===== config.mk =====
export PLATFORM = sky130hd
export DESIGN_NAME = onchip_mem
export DESIGN_NICKNAME = d
export VERILOG_FILES = /design/src/verilog/mem_pkg.sv /design/src/verilog/onchip_mem.sv
export VERILOG_INCLUDE_DIRS = /design/src /design/src/include
export SDC_FILE = /design/constraint.sdc
export NUM_CORES = 1
export LEC_CHECK = 0
export BUFFER_PORTS_ARGS = -buffer_cell sky130_fd_sc_hd__buf_4
export CAP_MARGIN = 40
export CORE_MARGIN = 5
export CORE_UTILIZATION = 31
export DETAILED_ROUTE_END_ITERATION = 12
export HOLD_SLACK_MARGIN = 0.1
export REMOVE_ABC_BUFFERS = 1
export SETUP_SLACK_MARGIN = 0.4
export SYNTH_ARGS = -nofsm -noshare
export SYNTH_HDL_FRONTEND = slang
export SYNTH_SLANG_ARGS = --single-unit

===== constraint.sdc =====
create_clock -name ui_clk -period 2.5 [get_ports ui_clk]
set_input_delay 0.125 -clock ui_clk [delete_from_list [all_inputs] [get_ports ui_clk]]
set_output_delay 0.125 -clock ui_clk [all_outputs]
set_load 0.03 [all_outputs]

===== src/include/mem_macros.svh =====
`ifndef MEM_MACROS_SVH
`define MEM_MACROS_SVH

// cycles from bank start to its done pulse
`define MEM_LATENCY 3

// word-interleaved banks, low address bits pick the bank
`define NUM_BANKS 4
`define BANK_AW 6

// on-chip memories
`define CHAR_AW 6
`define LOADER_AW 4

`endif


===== src/loader_image.hex =====
// loader ROM, sixteen 32-bit words, two per line from address 0
3c1d0040 27bd0100
3c08c000 24090041
a1090000 0c000010
00000000 1000ffff
8fa40000 8fa50004
00852021 afa40008
03e00008 00000000
deadbeef 0badf00d


===== src/verilog/mem_pkg.sv =====
`default_nettype none

package mem_pkg;

    // data and instruction words
    typedef logic [31:0] word_t;

    // word address, byte offset already dropped by the CPU
    typedef logic [29:0] addr_t;

    // targets of a data access, from the top four address bits
    typedef enum logic [2:0] {
        REG_MAIN,
        REG_VMEM,
        REG_TIMER,
        REG_KBD,
        REG_LOADER
    } region_t;

    // per-bank access state
    typedef enum logic {
        BANK_IDLE,
        BANK_BUSY
    } bank_state_t;

endpackage

`default_nettype wire


===== src/verilog/onchip_mem.sv =====
`timescale 1ns/1ns
`default_nettype none

`include "mem_macros.svh"

module onchip_mem (
    input  logic                ui_clk,
    input  logic                rst,
    input  mem_pkg::addr_t      instr_addr,
    input  logic                vmem_wen,
    input  logic [`CHAR_AW-1:0] char_addr,
    input  logic [7:0]          char_data,
    input  logic [`CHAR_AW-1:0] disp_addr,
    output mem_pkg::word_t      loader_data,
    output logic [7:0]          disp_char
);
    import mem_pkg::*;

    localparam int ROM_DEPTH  = 2 ** `LOADER_AW;
    localparam int CHAR_DEPTH = 2 ** `CHAR_AW;

    word_t      rom [ROM_DEPTH];
    logic [7:0] char_mem [CHAR_DEPTH];

    ////////////////////////////////////////////////////////////////////////////
    // loader ROM
    ////////////////////////////////////////////////////////////////////////////
    initial begin
        $readmemh("/design/src/loader_image.hex", rom);
    end

    // region bits are ignored, the decoder picks region 0xf
    assign loader_data = rom[instr_addr[`LOADER_AW-1:0]];

    ////////////////////////////////////////////////////////////////////////////
    // character RAM
    ////////////////////////////////////////////////////////////////////////////
    always_ff @(posedge ui_clk) begin
        if (!rst) begin
            for (int i = 0; i < CHAR_DEPTH; i++) begin
                char_mem[i] <= 8'h00;
            end
        end else if (vmem_wen) begin
            char_mem[char_addr] <= char_data;
        end
    end

    // display side
    assign disp_char = char_mem[disp_addr];

endmodule

`default_nettype wire


* Word level (Yosys, flattened, before mapping)
Memories as Yosys holds them, arrays and structs flattened. Index checks and enable logic that the tools add are counted.
Storage, ports and cells: register bits after elaboration 0, memory bits (writable) 512, bits of input ports 53, word-level logic and storage cells 9, memories kept 1
Cells by class: mux-type cells 7, reduce and logical (&&, ||, !) cells 1
Memory list:
- char_mem | depth 64, width 8, read ports 1, clocked after memory_dff 0, write ports 64, line onchip_mem.sv:23 | logic [7:0] char_mem [CHAR_DEPTH];
Operators with widths (count):
- $mux 8 | 1
- $reduce_or 8->1 | 1
- $mux 6 | 1
- $mux 1 | 5

* Longest topological paths before layout
Gate-level depths: netlist (run 1).
depth in word-level cells 5, mapped depth 10

* Worst setup path after synthesis (run 1)
OpenSTA, ideal clock, no wires.
kind input to output, start input disp_addr[1], end output disp_char[3], arrival 2.256 ns, setup slack 0.119 ns, stages 8, buffers on the path 5, cells stage by stage buf_2 > buf_6 > buf_6 > buf_6 > buf_4 > mux4_2 > o22ai_1 > o41ai_1
Between the ends: longest elaborated chain between the ends 1
Ends and longest elaborated chain:
- start, declared | line onchip_mem.sv:13 | input logic [`CHAR_AW-1:0] disp_addr,
- $mem_v2 64x8
- end, declared | line onchip_mem.sv:15 | output logic [7:0] disp_char
Every way passes these cells.

* Worst setup path after layout (run 1)
start memory char_mem[34][7], end output disp_char[7]
Between the ends: longest elaborated chain between the ends 1
Ends and longest elaborated chain (line):
- start, declared | onchip_mem.sv:23
- $mem_v2 64x8
Every way passes these cells.

==> results of run 1 <==
-- layout make-up --
cell class | instances | area, um2
clock buffer | 68 | 1430
fill | 7197 | 49300
multi-input combinational | 961 | 8200
tap | 1040 | 1300
clock inverter | 29 | 245
sequential | 512 | 15400
timing repair buffer | 158 | 1340
inverter | 2 | 7.51
antenna | 1 | 2.50
-- through the flow --
step / util [%] / cells
after floorplan: - / 1475
after global placement: 33.6 / 2672
after detailed placement: 33.6 / 2673
final: 36.1 / 2771
after CTS: 36.1 / 2770
after global routing: 36.1 / 2770
-- layer usage --
metal / vias up / routed length, um / part of all wire (%) / track usage [%]
li1: 6033 / - / - / -
met1: 6892 / 26000 / 42 / 19.8
met2: 400 / 29700 / 48 / 24.2
met3: 111 / 3490 / 5.7 / 2.32
met4: 6 / 2080 / 3.4 / 5.08
met5: - / 37 / 0.060 / 0
-- final timing paths --
check,startpoint,to,slack (ns),cells past startpoint
setup / recovery,char_mem[34][7],disp_char[7],-0.28,6
hold / removal,char_addr[1],char_mem[8][4],0.18,4
-- Yosys cell counts (2+ instances only) --
library cell  number
and2_1           512
buf_6              9
a21oi_1           11
o221ai_1           2
nor3_1             5
or3_1              5
nand3b_1           7
nand2_1            7
o21ai_0           67
mux2i_1           25
mux2_2             5
nor2_1            76
a31oi_1            2
or4_1              3
edfxtp_1         512
clkbuf_1          85
a211o_1            2
mux4_2           132
or3b_1             2
buf_1             10
o21ai_1            8
nor2b_1            4
buf_2             14
o22ai_1           14
buf_4             40
nor4_1             2
nand3_1            4
o41ai_1            6
a211oi_1           7
nand2b_1           9
or2_1              6
-- power groups by stage --
stage / Sequential, W / Clock, W / Combinational (W)
2_1_floorplan: 0.0101 / 0 / 0.000798
6_report: 0.0100 / 0.00771 / 0.00177
5_1_grt: 0.0101 / 0.00816 / 0.00187
3_3_place_gp: 0.0102 / 0 / 0.00166
3_5_place_dp: 0.0102 / 0 / 0.00168
4_1_cts: 0.0100 / 0.00782 / 0.00176
-- kinds of logic (layout without fill, tap and decap cells) --
logic type      after synthesis  count (layout)  synth area share (%)
compound gates              122             122                  2.90
buf+inv                     160             257                  3.48
flops                       512             512                  64.0
mux                         162             162                  13.6
other cells                   1              33                0.0156
simple gates                645             645                  16.0
-- timing repair --
item                                    in CTS  in global routing
hold endpoints to repair                     0                  0
pin swaps                                   15                 14
endpoints found under the setup margin       8                  8
resized for setup                           41                 12
-- critical path, cell delays in order (launching register included) --
cell      delay, ns
edfxtp_1       0.38
mux4_2         0.52
mux4_2         0.54
nor2_2         0.12
nor3_2         0.08
a21o_1         0.25
buf_6          0.17
-- cell usage in the layout (no fill, tap or decap), types with 7 or more instances in the layout --
cell type | synthesis | final
mux4_2 | 132 | 132
mux2i_1 | 25 | 22
clkinv_2 | 0 | 14
buf_4 | 40 | 140
o22ai_1 | 14 | 12
and2_1 | 512 | 512
edfxtp_1 | 512 | 512
clkbuf_16 | 0 | 55
nor2_1 | 76 | 70
nand3b_1 | 7 | 7
clkinv_1 | 0 | 8
nand2b_1 | 9 | 9
o21ai_0 | 67 | 67
nand2_1 | 7 | 7
conb_1 | 1 | 32
clkbuf_1 | 85 | 13
buf_12 | 0 | 11
==> results_dict.tcl, run 1 <==
set metrics [dict create \
    yosysWarnings 0 \
    p_sw_share_pct 23.0 \
    ys_types 40 \
    vias 13400 \
    ctsHoldBuffers 0 \
    dp_hpwl_um 40200 \
    pin_count 93 \
    port-buffer-count 30 \
    dieArea_um2 83200 \
    violations "negative setup slack" \
    reg.largest.list "char_mem: 512 flops" \
    numCtsBuffers 53 \
    cts.sinks 512 \
    synth_top_cell_by_area "edfxtp_1" \
    timing.final.crit_period_ns 2.78 \
    worst_setup_path_start_kind "register" \
    grt_pass1_wl_um 91100 \
    setup_viol 8 \
    rsz0062_at_grt "yes" \
    totalWireLength_um 61300 \
    synthCells 1602 \
    antenna_found_initial 3 \
    clk_pin_slew_ns 0.06 \
    cts_setup_buffers 0 \
    p_per_area_nw_per_um2 699 \
    die_h_um 288 \
    final.setup.worst_slack_ns -0.279 \
    place_area_um2 26000 \
    syn_area_um2 24000 \
    cts_tree "done" \
    syn_to_final_growth_pct 16.1 \
    intPower_w 0.0150 \
    async_flop_share_pct 0 \
    path_max_fanout 1 \
    track_usage_pct 14.7 \
    synth-edff-count 512 \
    yosysSeqAreaShare_pct 64.0 \
    largest_reg_flops 512 \
    wl_per_cell_um 22.1 \
    slew_violations 0 \
    synth_top_area_share_pct 64.0 \
    drc 0 \
    combinationalPowerShare_pct 9.1 \
    max_slew.worst_pin.slew_ns 0.915 \
    cts-root-buf "clkbuf_16" \
    ir_drop_v 0.000485 \
    grt_pass1_vias 13800 \
    top_register "char_mem" \
    required_ns 2.38 \
    endpoint_kind "output port" \
    htree_levels 2 \
    leakage_nw 9.55 \
    drt_iter0_markers 1104 \
    syn_avg_cell_area_um2 15.0 \
    first_pass_iters 5 \
    antenna_left 0 \
    hold_viol 0 \
    initial_core_util_pct 31.1 \
    yosys-top-cells-area "edfxtp_1 64%, and2_1 13%, mux4_2 12%" \
    slew_headroom_pct 39.0 \
    gp_congestion 0.853 \
    pre_cts_ws_ns -0.137 \
    via_per_inst 4.85 \
    clock_power_share_pct 39.5 \
    finish.instance_area_um2 27900 \
    die-width_um 288 \
    drive_above_1_share_pct 23.4 \
    drv_cap 0 \
    core_area_um2 77200 \
    whs_ns 0.184 \
    rows 102 \
    switchingPower_w 0.00448 \
    fin_setup_tns_ns -1.05 \
    post-route-period-util_pct 111 \
    criticalPathCategory "register to output port" \
    grt_max_degree 65 \
    ctsLongestPathBuffers 3 \
    pwr-share-seq_pct 51.4 \
    fin_nets 1741 \
    synth_seq_cells 512 \
    power_w 0.0195 \
    arrival_ns 2.65 \
    fmax_mhz 360 \
    hp-class "input port to register" \
    status "finished, violations left" \
    grt.overflow.total 0 \
    ys.flop_type "edfxtp_1" \
]
No activity file was read; power rests on OpenSTA's default activity.
==> run 2: changes to the inputs <==
--- a/config.mk
+++ b/config.mk
@@ -9,11 +9,13 @@
 export BUFFER_PORTS_ARGS = -buffer_cell sky130_fd_sc_hd__buf_4
 export CAP_MARGIN = 40
 export CORE_MARGIN = 5
-export CORE_UTILIZATION = 31
+export CORE_UTILIZATION = 55
 export DETAILED_ROUTE_END_ITERATION = 12
 export HOLD_SLACK_MARGIN = 0.1
+export PLACE_DENSITY = 0.72
 export REMOVE_ABC_BUFFERS = 1
 export SETUP_SLACK_MARGIN = 0.4
 export SYNTH_ARGS = -nofsm -noshare
 export SYNTH_HDL_FRONTEND = slang
 export SYNTH_SLANG_ARGS = --single-unit
+export TNS_END_PERCENT = 10
==> run 2 against run 1 <==
Effect of this change:
- the run still ends with negative setup slack left
- sequential power about the same
- via count increased by 0.71%
- first-iteration DRC count increased by 15%
- core utilization increased by 27 points
- highest routed layer unchanged
- design area decreased by 3.1%
- largest power group unchanged
- total power decreased by 1.6%
- final cell count decreased by 16%
- routed wire length decreased by 7.1%
- die area decreased by 42%
- count of clock-buffer cells in the layout unchanged
==> results_dict.tcl, run 2 (same netlist as run 1, synthesis figures left out) <==
set metrics [dict create \
    status "finished, violations left" \
    max_slew.worst_pin.slew_ns 0.897 \
    holdPathEnd "char_mem[8][0]" \
    grt_pass1_wl_um 87500 \
    fin_setup_tns_ns -0.723 \
    grt_util_met3_pct 3.97 \
    busiest_layer "met2" \
    rsz0062_at_grt "yes" \
    ctsLongestPathBuffers 3 \
    clk_pin_slew_ns 0.06 \
    setup_viol 8 \
    numCtsBuffers 52 \
    top_register "char_mem" \
    finish.instance_area_um2 27000 \
    n_antenna_cell 0 \
    required_ns 2.38 \
    drive_above_1_share_pct 22.2 \
    antenna_left 0 \
    vias 13500 \
    drc 0 \
    cts_tree "done" \
    final.setup.worst_slack_ns -0.186 \
    p_sw_share_pct 22.6 \
    cts_setup_buffers 0 \
    dp_hpwl_um 36800 \
    first_pass_iters 5 \
    fmax_mhz 372 \
    switchingPower_w 0.00434 \
    intPower_w 0.0148 \
    fin_nets 1745 \
    via_per_inst 5.84 \
    slew_violations 0 \
    die-width_um 219 \
    mostFrequentLayoutCells "512 x and2_1, 512 x edfxtp_1, 153 x buf_4, 132 x mux4_2, 72 x nor2_1" \
    wl_per_cell_um 24.5 \
    clock_power_share_pct 39.2 \
    worst_setup_path_start_kind "register" \
    criticalPathCategory "register to output port" \
    combinationalPowerShare_pct 8.7 \
    cts.sinks 512 \
    place_area_um2 25400 \
    grt_max_degree 65 \
    violations "negative setup slack" \
    grt_use_met2_pct 40.1 \
    use_met1_pct 34.4 \
    rows 76 \
    grt.overflow.total 0 \
    post-route-period-util_pct 107 \
    gp_congestion 0.921 \
    arrival_ns 2.56 \
    drt_iter0_markers 1273 \
    path_max_fanout 1 \
    totalWireLength_um 56900 \
    holdPathStages 4 \
    leakage_nw 9.48 \
    htree_levels 2 \
    hp-start "char_addr[0]" \
    pwr-share-seq_pct 52.1 \
    pre_cts_ws_ns 0.0583 \
    die_h_um 219 \
    multi_input_area_um2 8000 \
    antenna_found_initial 1 \
    n_fill_cell 3191 \
    grt_pass1_vias 13900 \
    track_usage_pct 24.4 \
    ff_latch_area_um2 15400 \
    endpoint_kind "output port" \
    pin_count 93 \
    largest_reg_flops 512 \
    timing.final.crit_period_ns 2.69 \
    port-buffer-count 30 \
    hold_viol 0 \
    ctsHoldBuffers 0 \
    initial_core_util_pct 55.7 \
    core_area_um2 43200 \
    p_per_area_nw_per_um2 709 \
    cts-root-buf "clkbuf_16" \
    ir_drop_v 0.000428 \
    reg.largest.list "char_mem: 512 flops" \
    drv_cap 0 \
    dieArea_um2 48000 \
    slew_headroom_pct 40.2 \
    hp-class "input port to register" \
    syn_to_final_growth_pct 12.6 \
]
-- run 2: cell count changes in the layout (fill, tap and decap cells not counted), sizes merged --
| cell | delta |
|---|---|
| inv | +1 |
| clkinv | -3 |
| buf | +5 |
| diode | -1 |
-- run 2: cell type report --
type                            instances  share of cell area [%]
Inverter                                2                  0.0278
Multi-Input combinational cell        961                    29.6
Clock buffer                           68                    5.11
Tap cell                              585                    2.71
Clock inverter                         27                   0.856
Sequential cell                       512                    56.8
Timing Repair Buffer                  163                    4.87
-- run 2: worst max-delay path, cell delays in order (launching register included) --
cell and delay (ns):
edfxtp_1 0.36, mux4_2 0.51, mux4_2 0.52, nor2_2 0.13, nor3_2 0.07, a21o_1 0.23
buf_6 0.16
-- run 2: per-layer routing --
metal	vias to the layer above	share of wire, %
li1	6037	-
met1	6886	41
met2	502	50
met3	111	6.5
met4	2	3.0
met5	-	0.012
-- run 2: through the flow --
| stage | util, % | power [W] | hold slack (ns) | std cells |
|---|---|---|---|---|
| after floorplan | - | 0.0109 | 0.323 | 1475 |
| after global placement | 58.7 | 0.0118 | 0.790 | 2222 |
| after detailed placement | 58.7 | 0.0118 | 0.810 | 2223 |
| after CTS | 62.6 | 0.0192 | 0.181 | 2318 |
| after global routing | 62.7 | 0.0198 | 0.200 | 2318 |
| final | 62.7 | 0.0192 | 0.214 | 2318 |
-- run 2: power by group through the flow --
stage               Clock, W  Sequential [W]  Combinational [W]
global route         0.00803          0.0100            0.00176
floorplan                  0          0.0101           0.000798
finish               0.00751          0.0100            0.00167
CTS                  0.00758          0.0100            0.00166
detailed placement         0          0.0102            0.00165
global placement           0          0.0102            0.00162
-- run 2: worst max-delay path by stage --
stage                          startpoint            to  cells after the start
after floorplan           char_mem[49][1]  disp_char[1]                      4
after global placement       disp_addr[0]  disp_char[7]                      8
after detailed placement     disp_addr[0]  disp_char[7]                      8
after CTS                 char_mem[54][4]  disp_char[4]                      7
after global routing      char_mem[54][4]  disp_char[4]                      7
final                     char_mem[39][7]  disp_char[7]                      6
-- run 2: timing repair --
item | CTS | global route
pin swaps | 0 | 0
endpoints found under the setup margin | 8 | 8
resized for setup | 10 | 7
==> run 3: changes to the inputs <==
--- a/config.mk
+++ b/config.mk
@@ -18,4 +18,3 @@
 export SYNTH_ARGS = -nofsm -noshare
 export SYNTH_HDL_FRONTEND = slang
 export SYNTH_SLANG_ARGS = --single-unit
-export TNS_END_PERCENT = 10
==> constraint.sdc (replaced) <==
create_clock -name ui_clk -period 2.5 [get_ports ui_clk]
set_input_delay 0.25 -clock ui_clk [delete_from_list [all_inputs] [get_ports ui_clk]]
set_output_delay 0.25 -clock ui_clk [all_outputs]
set_load 0.03 [all_outputs]
==> run 3 against run 2 <==
Effect of this change:
- the run still ends with negative setup slack left
- design area grew 1.0%
- worst setup slack lost 0.11 ns
- largest cell class unchanged
- critical path depth unchanged
- clock power shrank 2%
- total power down 0.35%
- core utilization grew 0.65 points
==> results_dict.tcl, run 3 (same netlist as run 1, synthesis figures left out) <==
set metrics [dict create \
    switchingPower_w 0.00435 \
    grt_max_degree 65 \
    clk_pin_slew_ns 0.06 \
    path_delay_family "multiplexers" \
    grt_pass1_wl_um 88600 \
    largest_reg_flops 512 \
    cpPeakStageDelay_ns 0.57 \
    wl_per_cell_um 24.9 \
    power_w 0.0191 \
    grt_pass1_vias 14100 \
    antenna_found_initial 0 \
    die_h_um 219 \
    pin_count 93 \
    cts-root-buf "clkbuf_16" \
    setup_viol 8 \
    die-width_um 219 \
    dp_cells 2233 \
    final.setup.worst_slack_ns -0.301 \
    fmax_mhz 357 \
    intPower_w 0.0148 \
    ctsLongestPathBuffers 3 \
    max_slew.worst_pin.slew_ns 0.815 \
    grt.overflow.total 0 \
    leakage_nw 9.58 \
    gp_congestion 0.891 \
    rsz0062_at_grt "yes" \
    arrival_ns 2.55 \
    status "finished, violations left" \
    top_register "char_mem" \
    required_ns 2.25 \
    syn_to_final_growth_pct 13.7 \
    dieArea_um2 48000 \
    drv_cap 0 \
    rows 76 \
    drive_above_1_share_pct 23.4 \
    mostFrequentLayoutCells "512 x and2_1, 512 x edfxtp_1, 153 x buf_4, 132 x mux4_2, 70 x nor2_1" \
    endpoint_kind "output port" \
    n_antenna_cell 0 \
    pre_cts_ws_ns -0.142 \
    htree_levels 2 \
    worst_setup_path_start_kind "register" \
    path_buf_inv 1 \
    dp_hpwl_um 37200 \
    n_fill_cell 3115 \
    hold_viol 0 \
    clock_power_share_pct 38.4 \
    crit_path_top_delay_cell "mux4_2" \
    antenna_left 0 \
    criticalPathCategory "register to output port" \
    ir_drop_v 0.000565 \
    initial_core_util_pct 55.7 \
    p_per_area_nw_per_um2 699 \
    reg.largest.list "char_mem: 512 flops" \
    combinationalPowerShare_pct 9.2 \
    hp-class "input port to register" \
    track_usage_pct 24.7 \
    numCtsBuffers 52 \
    port-buffer-count 30 \
    path_cells "mux4_2 -> mux4_2 -> nor2_4 -> nor3_2 -> a21o_1 -> buf_6" \
    totalWireLength_um 57900 \
    drc 0 \
    ctsHoldBuffers 0 \
    instances_no_fill 2324 \
    post-route-period-util_pct 112 \
    slew_violations 0 \
    path_max_fanout 1 \
    fin_nets 1755 \
    slew_headroom_pct 45.7 \
    violations "negative setup slack" \
    pwr-share-seq_pct 52.4 \
    first_pass_iters 6 \
    whs_ns 0.343 \
    vias 13700 \
    timing.final.crit_period_ns 2.80 \
    cts.sinks 512 \
    core_area_um2 43200 \
    via_per_inst 5.90 \
    p_sw_share_pct 22.8 \
    cts_tree "done" \
    cp_common_cell "mux4_2" \
    drt_iter0_markers 1657 \
]
[run 3: cell count changes in the layout (fill, tap and decap cells not counted), moves of 3 or more]
cell	delta
clkinv_2	+5
clkbuf_1	-3
clkinv_1	-3
buf_12	+10
mux2i_2	+3
mux2i_1	-3
inv_6	-3
[run 3: what timing repair did]
item,4_1_cts,5_1_grt
pin swaps,7,10
gates resized for setup,18,22
buffers inserted,0,0
setup endpoints to repair,8,8
[run 3: cell type report]
class / count / area, um2 / area share [%]
well taps: 585 / 732 / 2.68
repair buffers: 173 / 1510 / 5.54
flip-flops and latches: 512 / 15400 / 56.3
inverters: 2 / 7.51 / 0.0275
clock inverters: 26 / 198 / 0.723
multi-input cells: 961 / 8130 / 29.8
clock buffers: 65 / 1370 / 5.02
[run 3: final timing paths]
path | from | to | slack, ns | depth (start not counted)
min | char_addr[1] | char_mem[9][5] | 0.34 | 4
max | char_mem[52][7] | disp_char[7] | -0.30 | 6
[run 3: routing by layer]
metal / track usage [%] / part of all wire, % / up-vias
met3: 4.22 / 7.8 / 114
met4: 7.52 / 3.0 / 0
met1: 34.8 / 40 / 7032
met5: 0 / 0 / -
met2: 40.2 / 49 / 526
li1: - / - / 6029
[run 3: power groups by stage]
stage	Sequential, W	Combinational, W	Clock [W]
final	0.0100	0.00176	0.00734
after global routing	0.0100	0.00185	0.00782
after CTS	0.0100	0.00172	0.00743
after detailed placement	0.0102	0.00168	0
after global placement	0.0102	0.00165	0
after floorplan	0.0101	0.000798	0
[run 3: through the flow]
| stage | TNS, ns | util [%] | instance area [um2] |
|---|---|---|---|
| finish | -1.64 | 63.3 | 27300 |
| global route | -2.11 | 63.3 | 27300 |
| CTS | -2.16 | 63.0 | 27200 |
| detailed placement | -0.801 | 59.2 | 25600 |
| global placement | -0.646 | 59.2 | 25600 |
| floorplan | 0 | - | 23300 |
